File: src/common/fetch_pkg.sv
package fetch_pkg;

    typedef logic [31:0]  addr_t;
    typedef logic [31:0]  instr_t;
    typedef logic [63:0]  bank_data_t;     // Two instructions from one bank
    typedef logic [127:0] line_t;          // Bank 1 in the upper half
    typedef logic [4:0]   reg_idx_t;

    localparam int BUFFER_DEPTH = 8;       // Power of two, pointers wrap
    localparam int LINE_INSTRS  = 4;

    localparam int PTR_WIDTH   = $clog2(BUFFER_DEPTH);
    localparam int COUNT_WIDTH = $clog2(BUFFER_DEPTH + 1);

    typedef logic [PTR_WIDTH-1:0]   ptr_t;
    typedef logic [COUNT_WIDTH-1:0] count_t;

    localparam addr_t LINE_BYTES  = 32'd16;
    localparam addr_t BANK_BYTES  = 32'd8;
    localparam addr_t INSTR_BYTES = 32'd4;
    localparam addr_t RESET_PC    = 32'h0000_0000;

    typedef enum logic [1:0] {
        FETCH_IDLE,
        FETCH_BUSY,
        FETCH_CTRL,
        FETCH_INV
    } fetch_state_t;

endpackage

File: src/common/fetch_if.sv
`timescale 1ns/1ps

// Line transfer from the fetch stage into the instruction queue
interface fetch_if;

    fetch_pkg::addr_t line_pc;
    fetch_pkg::line_t line;
    logic             line_ready;  // Both halves present this cycle
    logic             flush;       // Redirect taken this cycle
    logic             stall;       // Not enough room for a whole line

    modport fetch (
        output line_pc,
        output line,
        output line_ready,
        output flush,
        input  stall
    );

    modport buffer (
        input  line_pc,
        input  line,
        input  line_ready,
        input  flush,
        output stall
    );

endinterface

File: src/common/issue_if.sv
`timescale 1ns/1ps

interface issue_if;

    fetch_pkg::addr_t  head_pc0;
    fetch_pkg::addr_t  head_pc1;
    fetch_pkg::instr_t head_instr0;
    fetch_pkg::instr_t head_instr1;
    logic              head_valid0;
    logic              head_valid1;   // Only with head_valid0
    logic              pop_one;
    logic              pop_two;       // Never together with pop_one

    modport buffer (
        output head_pc0,
        output head_pc1,
        output head_instr0,
        output head_instr1,
        output head_valid0,
        output head_valid1,
        input  pop_one,
        input  pop_two
    );

    modport issue (
        input  head_pc0,
        input  head_pc1,
        input  head_instr0,
        input  head_instr1,
        input  head_valid0,
        input  head_valid1,
        output pop_one,
        output pop_two
    );

endinterface

File: src/fetch/fetch_stage.sv
`timescale 1ns/1ps

module fetch_stage (
    input  logic                  clock,
    input  logic                  reset,
    fetch_if.fetch                fetch,
    output logic                  imem0_valid,
    output fetch_pkg::addr_t      imem0_addr,
    input  logic                  imem0_ready,
    input  fetch_pkg::bank_data_t imem0_rdata,
    output logic                  imem1_valid,
    output fetch_pkg::addr_t      imem1_addr,
    input  logic                  imem1_ready,
    input  fetch_pkg::bank_data_t imem1_rdata,
    input  logic                  clear,
    input  logic                  trap,
    input  fetch_pkg::addr_t      mtvec,
    input  logic                  mret,
    input  fetch_pkg::addr_t      mepc,
    input  logic                  miss,
    input  fetch_pkg::addr_t      miss_addr,
    input  logic                  fence,
    input  fetch_pkg::addr_t      fence_npc
);

    fetch_pkg::fetch_state_t state;
    fetch_pkg::fetch_state_t state_next;
    fetch_pkg::addr_t        pc;            // Address of the request in flight
    fetch_pkg::addr_t        pc_next;
    fetch_pkg::bank_data_t   data0;
    fetch_pkg::bank_data_t   data1;
    fetch_pkg::bank_data_t   data0_next;
    fetch_pkg::bank_data_t   data1_next;
    logic                    held0;
    logic                    held1;
    logic                    held0_next;
    logic                    held1_next;
    logic                    line_in_hand;
    logic                    step_stall;
    logic                    spec;
    logic                    fence_step;
    logic                    req_valid;
    logic                    line_out;

    // Each bank may answer in a different cycle, so keep the early half
    always_comb begin
        data0_next   = imem0_ready ? imem0_rdata : data0;
        data1_next   = imem1_ready ? imem1_rdata : data1;
        line_in_hand = (held0 | imem0_ready) & (held1 | imem1_ready);
        held0_next   = line_in_hand ? 1'b0 : (held0 | imem0_ready);
        held1_next   = line_in_hand ? 1'b0 : (held1 | imem1_ready);
    end

    // Only a useful line in BUSY with room downstream moves pc on
    assign step_stall = fetch.stall || (state != fetch_pkg::FETCH_BUSY) || !line_in_hand;

    always_comb begin
        spec       = 1'b1;
        fence_step = 1'b0;
        pc_next    = pc;
        if (clear) begin
            pc_next = fetch_pkg::RESET_PC;
        end else if (trap) begin
            pc_next = mtvec;
        end else if (mret) begin
            pc_next = mepc;
        end else if (miss) begin
            pc_next = miss_addr;
        end else if (fence) begin
            pc_next    = fence_npc;
            fence_step = 1'b1;
        end else begin
            spec = 1'b0;
            if (!step_stall) begin
                pc_next = pc + fetch_pkg::LINE_BYTES;
            end
        end
    end

    always_comb begin
        state_next = state;
        req_valid  = 1'b0;
        line_out   = line_in_hand;
        case (state)
            fetch_pkg::FETCH_IDLE: begin
                if (reset && !clear) begin   // Quiet while reset is held
                    state_next = fetch_pkg::FETCH_BUSY;
                    req_valid  = 1'b1;
                end
            end
            fetch_pkg::FETCH_BUSY: begin
                if (line_in_hand) begin
                    req_valid = 1'b1;        // Same pc again when stalled
                end else if (fence_step) begin
                    state_next = fetch_pkg::FETCH_INV;
                end else if (spec) begin
                    state_next = fetch_pkg::FETCH_CTRL;
                end
            end
            fetch_pkg::FETCH_CTRL,
            fetch_pkg::FETCH_INV: begin
                line_out = 1'b0;             // Stale line from the old path
                if (line_in_hand) begin
                    state_next = fetch_pkg::FETCH_BUSY;
                    req_valid  = 1'b1;
                end
            end
            default: begin
                state_next = fetch_pkg::FETCH_IDLE;
                line_out   = 1'b0;
            end
        endcase
    end

    assign imem0_valid = req_valid;
    assign imem1_valid = req_valid;
    assign imem0_addr  = pc_next;
    assign imem1_addr  = pc_next + fetch_pkg::BANK_BYTES;

    assign fetch.line_pc    = pc;
    assign fetch.line       = {data1_next, data0_next};
    assign fetch.line_ready = line_out;
    assign fetch.flush      = spec;

    always_ff @(posedge clock) begin
        if (!reset) begin
            state <= fetch_pkg::FETCH_IDLE;
            pc    <= fetch_pkg::RESET_PC;
            held0 <= 1'b0;
            held1 <= 1'b0;
        end else begin
            state <= state_next;
            pc    <= pc_next;
            held0 <= held0_next;
            held1 <= held1_next;
        end
    end

    always_ff @(posedge clock) begin
        data0 <= data0_next;
        data1 <= data1_next;
    end

endmodule

File: src/verilog/fetch_buffer.sv
`timescale 1ns/1ps

module fetch_buffer (
    input logic      clock,
    input logic      reset,
    fetch_if.buffer  fetch,
    issue_if.buffer  issue
);

    fetch_pkg::addr_t  pc_mem    [fetch_pkg::BUFFER_DEPTH];
    fetch_pkg::instr_t instr_mem [fetch_pkg::BUFFER_DEPTH];

    fetch_pkg::ptr_t   rd_ptr;
    fetch_pkg::ptr_t   wr_ptr;
    fetch_pkg::ptr_t   rd_ptr_next;
    fetch_pkg::count_t count;
    fetch_pkg::count_t pop_count;
    fetch_pkg::count_t push_count;
    logic              write_en;

    // Room for a whole line is needed before a write is accepted
    assign fetch.stall = count > fetch_pkg::count_t'(fetch_pkg::BUFFER_DEPTH
                                                     - fetch_pkg::LINE_INSTRS);

    assign write_en = fetch.line_ready && !fetch.stall && !fetch.flush;

    assign rd_ptr_next = rd_ptr + fetch_pkg::ptr_t'(1);

    assign issue.head_pc0    = pc_mem[rd_ptr];
    assign issue.head_instr0 = instr_mem[rd_ptr];
    assign issue.head_pc1    = pc_mem[rd_ptr_next];
    assign issue.head_instr1 = instr_mem[rd_ptr_next];
    assign issue.head_valid0 = count != '0;
    assign issue.head_valid1 = count > fetch_pkg::count_t'(1);

    always_comb begin
        if (issue.pop_two) begin
            pop_count = fetch_pkg::count_t'(2);
        end else if (issue.pop_one) begin
            pop_count = fetch_pkg::count_t'(1);
        end else begin
            pop_count = '0;
        end
        push_count = write_en ? fetch_pkg::count_t'(fetch_pkg::LINE_INSTRS) : '0;
    end

    always_ff @(posedge clock) begin
        if (!reset) begin
            rd_ptr <= '0;
            wr_ptr <= '0;
            count  <= '0;
        end else if (fetch.flush) begin
            rd_ptr <= '0;     // Old path gone, pending pops with it
            wr_ptr <= '0;
            count  <= '0;
        end else begin
            rd_ptr <= rd_ptr + fetch_pkg::ptr_t'(pop_count);
            if (write_en) begin
                wr_ptr <= wr_ptr + fetch_pkg::ptr_t'(fetch_pkg::LINE_INSTRS);
            end
            count <= count + push_count - pop_count;
        end
    end

    // Whole line lands in one edge, lowest address first
    always_ff @(posedge clock) begin
        if (write_en) begin
            for (int i = 0; i < fetch_pkg::LINE_INSTRS; i++) begin
                pc_mem[wr_ptr + fetch_pkg::ptr_t'(i)] <=
                    fetch.line_pc + fetch_pkg::addr_t'(i) * fetch_pkg::INSTR_BYTES;
                instr_mem[wr_ptr + fetch_pkg::ptr_t'(i)] <= fetch.line[i*32 +: 32];
            end
        end
    end

endmodule

File: src/verilog/frontend_top.sv
`timescale 1ns/1ps

module frontend_top (
    input  logic                  clock,
    input  logic                  reset,
    output logic                  imem0_valid,
    output fetch_pkg::addr_t      imem0_addr,
    input  logic                  imem0_ready,
    input  fetch_pkg::bank_data_t imem0_rdata,
    output logic                  imem1_valid,
    output fetch_pkg::addr_t      imem1_addr,
    input  logic                  imem1_ready,
    input  fetch_pkg::bank_data_t imem1_rdata,
    input  logic                  clear,
    input  logic                  trap,
    input  fetch_pkg::addr_t      mtvec,
    input  logic                  mret,
    input  fetch_pkg::addr_t      mepc,
    input  logic                  miss,
    input  fetch_pkg::addr_t      miss_addr,
    input  logic                  fence,
    input  fetch_pkg::addr_t      fence_npc,
    input  logic                  halt,
    output logic                  issue_valid0,
    output fetch_pkg::addr_t      issue_pc0,
    output fetch_pkg::instr_t     issue_instr0,
    output logic                  issue_valid1,
    output fetch_pkg::addr_t      issue_pc1,
    output fetch_pkg::instr_t     issue_instr1
);

    fetch_if i_fetch_if ();
    issue_if i_issue_if ();

    fetch_stage i_fetch_stage (
        .clock       (clock),
        .reset       (reset),
        .fetch       (i_fetch_if),
        .imem0_valid (imem0_valid),
        .imem0_addr  (imem0_addr),
        .imem0_ready (imem0_ready),
        .imem0_rdata (imem0_rdata),
        .imem1_valid (imem1_valid),
        .imem1_addr  (imem1_addr),
        .imem1_ready (imem1_ready),
        .imem1_rdata (imem1_rdata),
        .clear       (clear),
        .trap        (trap),
        .mtvec       (mtvec),
        .mret        (mret),
        .mepc        (mepc),
        .miss        (miss),
        .miss_addr   (miss_addr),
        .fence       (fence),
        .fence_npc   (fence_npc)
    );

    fetch_buffer i_fetch_buffer (
        .clock (clock),
        .reset (reset),
        .fetch (i_fetch_if),
        .issue (i_issue_if)
    );

    issue_stage i_issue_stage (
        .clock        (clock),
        .reset        (reset),
        .issue        (i_issue_if),
        .halt         (halt),
        .issue_valid0 (issue_valid0),
        .issue_pc0    (issue_pc0),
        .issue_instr0 (issue_instr0),
        .issue_valid1 (issue_valid1),
        .issue_pc1    (issue_pc1),
        .issue_instr1 (issue_instr1)
    );

endmodule

File: src/verilog/issue_stage.sv
`timescale 1ns/1ps

module issue_stage (
    input  logic              clock,
    input  logic              reset,
    issue_if.issue            issue,
    input  logic              halt,
    output logic              issue_valid0,
    output fetch_pkg::addr_t  issue_pc0,
    output fetch_pkg::instr_t issue_instr0,
    output logic              issue_valid1,
    output fetch_pkg::addr_t  issue_pc1,
    output fetch_pkg::instr_t issue_instr1
);

    fetch_pkg::reg_idx_t rd0;
    fetch_pkg::reg_idx_t rs1_1;
    fetch_pkg::reg_idx_t rs2_1;
    logic                hazard;
    logic                issue_any;
    logic                issue_pair;

    assign rd0   = issue.head_instr0[11:7];
    assign rs1_1 = issue.head_instr1[19:15];
    assign rs2_1 = issue.head_instr1[24:20];

    // x0 as destination never blocks the second slot
    assign hazard = (rd0 != '0) && ((rd0 == rs1_1) || (rd0 == rs2_1));

    assign issue_any  = !halt && issue.head_valid0;
    assign issue_pair = issue_any && issue.head_valid1 && !hazard;

    assign issue.pop_two = issue_pair;
    assign issue.pop_one = issue_any && !issue_pair;

    always_ff @(posedge clock) begin
        if (!reset) begin
            issue_valid0 <= 1'b0;
            issue_valid1 <= 1'b0;
        end else begin
            issue_valid0 <= issue_any;
            issue_valid1 <= issue_pair;
        end
    end

    always_ff @(posedge clock) begin
        if (issue_any) begin
            issue_pc0    <= issue.head_pc0;
            issue_instr0 <= issue.head_instr0;
        end
        if (issue_pair) begin
            issue_pc1    <= issue.head_pc1;
            issue_instr1 <= issue.head_instr1;
        end
    end

endmodule
File: config.mk
export PLATFORM = sky130hd
export DESIGN_NAME = frontend_top
export DESIGN_NICKNAME = d
export VERILOG_FILES = /design/src/common/fetch_pkg.sv /design/src/common/fetch_if.sv /design/src/common/issue_if.sv /design/src/fetch/fetch_stage.sv /design/src/verilog/fetch_buffer.sv /design/src/verilog/frontend_top.sv /design/src/verilog/issue_stage.sv
export SDC_FILE = /design/constraint.sdc
export NUM_CORES = 1
export LEC_CHECK = 0
export ABC_AREA = 1
export BUFFER_PORTS_ARGS = -buffer_cell sky130_fd_sc_hd__clkbuf_2
export CORE_UTILIZATION = 40
export CTS_CLUSTER_SIZE = 20
export DETAILED_ROUTE_END_ITERATION = 6
export PLACE_DENSITY = 0.64
export SYNTH_ARGS = -nofsm -noshare
export SYNTH_HDL_FRONTEND = slang
export SYNTH_SLANG_ARGS = --single-unit
File: constraint.sdc
create_clock -name clock -period 16.1 [get_ports clock]
set_input_delay 1.61 -clock clock [delete_from_list [all_inputs] [get_ports clock]]
set_output_delay 1.61 -clock clock [all_outputs]
set_load 0.02 [all_outputs]
==> run metrics, run 1 <==
most frequent cell after synthesis nand2_1; setup TNS 0 ns; fin crit period 6.89 ns; FP Rows 112; Leak 16.9 nW; Worst setup EP type output port; asr flop ratio synth 0; Synth top cells by count nand2_1 (851), edfxtp_1 (624), o21ai_0 (520); Final setup viols 0; final WL 120 mm; TritonRoute pass-1 iters 6; Worst R2R Setup Slack 9.52 ns; Critical R2R Capture i_fetch_buffer.rd_ptr[1]$_SDFF_PP0_; WP buf/inv 5; Clk Latency, worst-skew pair between 0.6 and 0.7 ns; sequential fraction of the synthesis area 0.591; Int Power about 3.5 mW; vias 30400; crit-path most repeated cell nand2_1; Layout Nets 4679; combinational fraction of design power 0.059; critical path required time 14.49 ns; switching share of power 0.225; Syn Nets between 4000 and 5000; Final Hold Viols 0; dpl hpwl ~80 mm; Final Util 0.467; Main synth FF type edfxtp_1; Mean Syn Cell Area a little over 9 um^2; mapped cell area 37600 um^2; antenna violations before repair 0; status finished, final reports clean; clk slew on worst S/H paths 0.05 ns; global-route wire length before repair about 180 mm; peak supply drop ~64 uV; post-CTS resize count 0; slew margin rel. 0.176; setup bufs post-CTS 0; max incr delay on CP 0.59 ns; Yosys top cell by area edfxtp_1; Max Fclk 145 MHz; largest net degree at the start of global routing 237; startpoint types input pin; FF+latch count, synth around 800; Core Footprint 93200 um^2; Num CTS Buffers 85; initial DRC count 2540; R2R depth 18; clk sinks around 800; footprint of the multi-input gates 13100 um^2; # IOs 462; critical path class input pin to output port; Clock Skew ~0.044 ns; vias in the first global route 28500; critical path depth 17; Area Overhead vs Synth 15.8%; DR vias/cell 5.31; clk buf depth 3; NetSw 1.01 mW; Filler cells 8901; Worst Hold Path Cells 2; total track usage 0.247; Seq pwr share 0.508; HP Start i_fetch_stage.data1[1]$_DFF_P_; diode count 0; CP cell instances buf_2, buf_4, inv_2, buf_4, nand2_2, nand3_1, nor2_4, nand2_1, nand3_1, nand2_1, nand2_1, nand2_1, nor2_1, nand3_2, nor2_1, xor2_1, clkbuf_2; GP Congestion 0.937; drt wl/cell 21.0 um; Cells after Synth 4078; Die X 309 um; clock share of power 0.433; gr ovfl total 0; IO buf count between 400 and 500; Initial Util 0.403; die area 95200 um^2; Hold Path Sink i_fetch_stage.data1[1]$_DFF_P_; DRC viols 0; Max Cap Viol 0; RSZ-0062 raised after global routing false; final antenna-violating net count 0; Clock Root Buffer clkbuf_16; arrival time at the worst endpoint 5.28 ns; Post-synth EDFFs between 600 and 700; Crit Path Max Fanout 65; layout cells sized above 1 0.160; H-tree Lvls 3; yosys warns 0; CTS tree yes; CTS Hold Bufs 0; cell family with most CP delay simple AND/OR/NAND/NOR gates; Synth area leaders edfxtp_1 (50%), dfxtp_1 (9.3%), nand2_1 (8.5%); CP max stage cell buf_4; Power per Cell Area 103 nW/um^2; die height 309 um; FF-to-FF Start i_fetch_buffer.rd_ptr[0]$_SDFF_PP0_; fin crit share 0.428; top-area cell type share of the netlist area 0.499; Worst-Margin Slew between 1 and 1.5 ns; Slew Limit Fails 0; register area 22200 um^2; post-synth cell types 46; Hold WC Path Type flip-flop to flip-flop
[layout make-up]
cell class / instances / area share
flip-flops and latches: 798 / 0.511
multi-input cells: 2695 / 0.301
repair buffers: 494 / 0.0598
clock buffers: 110 / 0.0531
well taps: 1254 / 0.0360
inverters: 325 / 0.0283
clock inverters: 46 / 0.0106
[per-stage QoR]
| stage | setup slack (ns) | power (mW) | cells | hold slack, ns | cell area, um^2 |
|---|---|---|---|---|---|
| detailed placement | 9.13 | 2.59 | 5566 | 0.448 | 40800 |
| global placement | 9.15 | 2.59 | 5566 | 0.443 | 40800 |
| global route | 8.91 | 4.64 | 5722 | 0.481 | 43500 |
| floorplan | 1.98 | 2.48 | 4078 | 0.420 | 37600 |
| CTS | 9.11 | 4.54 | 5722 | 0.463 | 43500 |
| finish | 9.21 | 4.50 | 5722 | 0.462 | 43500 |
[worst max-delay path by stage]
stage / from / endpoint / slack, ns
after floorplan: fence / i_fetch_buffer.instr_mem[4][0]$_DFFE_PP_ / 1.98
after CTS: imem1_ready / imem1_addr[10] / 9.11
after global placement: imem1_ready / imem1_addr[10] / 9.15
after detailed placement: imem1_ready / imem1_addr[10] / 9.13
final: imem1_ready / imem1_addr[10] / 9.21
after global routing: imem1_ready / imem1_addr[10] / 8.91
[state kept, by name (all words and copies together) (netlist names), 2 cells and up]
signal and cells:
i_issue_stage.issue_instr0 32, i_issue_stage.issue_pc0 32, i_fetch_stage.data1 64, i_issue_stage.issue_instr1 32, i_fetch_buffer.count 4, i_fetch_buffer.rd_ptr 3
i_fetch_buffer.instr_mem 256, i_fetch_buffer.pc_mem 240, i_fetch_stage.fetch.line_pc 32, i_issue_stage.issue_pc1 32, i_fetch_stage.state 2, i_fetch_stage.data0 64
[metal layers]
layer  part of all wire  GRT usage  vias to the layer above  wire [um]
li1                   -          -                    14600          -
met1               0.41      0.316                    14400      48900
met2               0.49      0.419                     1274      58200
met3              0.072     0.0395                      205       8590
met4              0.035     0.0927                        0       4180
met5                  0          0                        -          0
[worst min-delay path: cells and delay by family, from the launching register on]
family,cells,cell delay [ns]
flip-flops,1,0.30
AND/OR/NAND/NOR,2,0.13
[layout by cell type, fill, tap and decap left out, types with 70 or more instances in the layout]
master,instances
inv_1,306
nand3_1,75
nand2_1,850
clkbuf_16,87
edfxtp_1,624
o21ai_0,520
clkbuf_2,459
nor2_1,433
o211ai_1,70
a21oi_1,345
xor2_1,99
dfxtp_1,171
a31oi_1,112
[power groups by stage]
stage               clock network, mW  logic (mW)  registers (mW)
floorplan                           0       0.157            2.32
global placement                    0       0.266            2.33
detailed placement                  0       0.267            2.33
CTS                              1.98       0.268            2.28
global route                     2.06       0.292            2.29
finish                           1.95       0.267            2.28
[cell families after synthesis]
group                    Yosys count  share of synthesized area
AO/OA/AOI/OAI                   1098                      0.157
AND/OR/NAND/NOR                 1476                      0.161
XOR/XNOR                         106                     0.0247
multiplexers                       1                   0.000266
flip-flops                       798                      0.591
buffers and inverters            585                     0.0609
adder cells (fa/ha/maj)           14                    0.00506
No activity file was read; power rests on OpenSTA's default activity.
==> inputs of run 2 (changes only) <==
Settings changed: PLACE_DENSITY 0.64 to 0.66.
Clock period 16.1 ns to 6.2 ns, I/O delays scaled along.
==> run 2 against run 1 <==
Clock-buffer cell count fell by 2; clock power rose to 2.8 times the previous value; via count fell by 0.12%; the flow now finishes with violations (design-rule violations); cell area rose by 0.84%; cell count rose by 0.17%; combinational power rose to 2.6 times the previous value; sequential share of layout area fell by 0.43 points; worst hold slack got worse by 0.26 ns; flip-flop and latch count did not move; register-to-register slack got worse by 8.5 ns; wire length fell by 1.4%; global-route usage fell by 0.32 points.
==> run metrics, run 2 (synthesis results as in run 1) <==
Filler cells 8747 (-1.7%); clk buf depth 3 (unchanged); R2R depth 15 (-3); failing checks design-rule violations; gr ovfl total 0 (unchanged); Worst setup EP type flip-flop; Pwr Total 12.1 mW (+170%); combinational fraction of design power 0.057 (-0.002); Clock Root Buffer clkbuf_16; Most flops, register i_fetch_buffer.instr_mem; H-tree Lvls 3 (unchanged); initial DRC count 2845 (+12%); setup bufs post-CTS 0 (unchanged); status finished with violations; startpoint types flip-flop; final WL 118 mm (-1.4%); critical path class flip-flop to flip-flop; most frequent cells in the layout nand2_1 (850), edfxtp_1 (624), o21ai_0 (520), clkbuf_2 (459), nor2_1 (433); Clk Latency, worst-skew pair 0.67 ns (+0.02 ns); commonest non-fill, non-tap cell in the layout nand2_1; biggest regs i_fetch_buffer.instr_mem: 256 flops, i_fetch_buffer.pc_mem: 240 flops; FP Rows 112 (unchanged); drt wl/cell 20.6 um (-1.6%); Worst Hold Path Cells 3 (+1); Power per Cell Area 275 nW/um^2 (+170%); dpl hpwl 80.5 mm (+0.17%); vias 30400 (-0.12%); CTS Hold Bufs 0 (unchanged); Final Util 0.471 (+0.00393); Area Overhead vs Synth 16.8%; DR vias/cell 5.30 (-0.29%); Num CTS Buffers 86 (+1.2%); clk sinks 798 (unchanged); total track usage 0.244 (-0.00317); die area 95200 um^2 (unchanged); Seq pwr share 0.491 (-0.017); CTS tree yes; post-CTS resize count 0 (unchanged); IO buf count 461 (unchanged); Slew Limit Fails 0 (unchanged); global-route wire length before repair 174 mm (-1.6%); Die X 309 um (unchanged); peak supply drop 171 uV (+170%); Max Cap Viol 0 (unchanged); final hold slack 0.201 ns (-0.261 ns); clk slew on worst S/H paths 0.06 ns (about the same); fin crit share 0.829; NetSw 2.75 mW (+170%); Clock Skew 0.0356 ns (-0.00884 ns); Final WS setup 1.06 ns (-8.15 ns); Core Footprint 93200 um^2 (unchanged); critical path required time 6.50 ns (-7.99 ns); layout cells sized above 1 0.165 (+0.00485); RSZ-0062 raised after global routing false; vias in the first global route 28700 (+0.58%); Hold WC Path Type input pin to flip-flop; slew margin rel. 0.212 (+0.0362); Final Hold Viols 0 (unchanged); Placed Area 40900 um^2 (+0.23%); non-filler cells, final 5732 (+0.17%); GP Congestion 0.926 (-1.1%); dpl ws 1.15 ns (-7.98 ns); switching share of power 0.228 (+0.00261); antenna violations before repair 4 (+4); fin crit period 5.14 ns; largest net degree at the start of global routing 266 (+12%); # IOs 462 (unchanged); number of flip-flops in the largest register 256 (unchanged); setup TNS 0 ns (unchanged); Crit Path Max Fanout 94 (+45%); final instance area 43900 um^2 (+0.84%); Final setup viols 0 (unchanged); Initial Util 0.403 (unchanged); die height 309 um (unchanged); TritonRoute pass-1 iters 7 (+1); Leak 17.0 nW (+0.95%); arrival time at the worst endpoint 5.44 ns (+0.16 ns); Max Fclk 194 MHz; clock share of power 0.452 (+0.019); dpl cells 5568 (+0.036%); Worst-Margin Slew 1.18 ns (-0.0542 ns); Layout Nets 4682 (+0.064%); final antenna-violating net count 0 (unchanged); DRC viols 1 (+1); Int Power 9.33 mW (+170%)
==> run 2: cell count changes in the layout (fill, tap and decap cells not counted), moves of 4 or more <==
cell       before  now
buf_4          29   25
bufinv_16       8   12
clkbuf_1       18   11
clkinv_2       13   18
buf_12          4   10
clkinv_1       17    9
==> run 2: power groups by stage <==
stage               sequential, mW  clock (mW)  combinational (mW)
finish                        5.93        5.47               0.691
global route                  5.94        5.76               0.756
CTS                           5.93        5.55               0.695
detailed placement            6.04           0               0.691
global placement              6.04           0               0.687
floorplan                     6.02           0               0.408
==> run 2: critical path, stage by stage (launching register included) <==
cell,delay (ns)
dfxtp_4,0.95
ha_4,0.69
inv_2,0.57
a21oi_1,0.26
o21ai_0,0.11
nand2_1,0.10
nand2_1,0.05
nand2_1,0.14
xor2_1,0.15
nor2_1,0.06
nand3_1,0.11
nand2_1,0.07
nand2_1,0.13
nand3_1,0.20
inv_4,0.64
buf_4,0.47
==> run 2: cell type report <==
cell class | instances | area, um^2 | share of cell area
inverters | 325 | 1230 | 0.0281
flip-flops and latches | 798 | 22200 | 0.506
multi-input cells | 2695 | 13100 | 0.299
clock buffers | 108 | 2380 | 0.0542
diodes | 2 | 5.00 | 0.000114
clock inverters | 54 | 662 | 0.0151
repair buffers | 496 | 2700 | 0.0614
well taps | 1254 | 1570 | 0.0357
==> run 2: worst paths after layout <==
kind / from / to / slack [ns]
worst min-delay path: imem0_rdata[46] / i_fetch_stage.data0[46]$_DFF_P_ / 0.20
worst max register to register: i_fetch_buffer.rd_ptr[0]$_SDFF_PP0_ / i_issue_stage.issue_instr1[1]$_DFFE_PP_ / 1.06
worst max-delay path: i_fetch_buffer.rd_ptr[0]$_SDFF_PP0_ / i_issue_stage.issue_instr1[1]$_DFFE_PP_ / 1.06
worst min register to register: i_fetch_stage.data1[12]$_DFF_P_ / i_fetch_stage.data1[12]$_DFF_P_ / 0.46
==> run 2: per-layer routing <==
layer  wire, um  GRT usage  up-vias
met3       8960     0.0382      254
met2      57200      0.412     1393
met1      46900      0.305    14200
met5         12          0        -
li1           -          -    14600
met4       5100      0.114        2
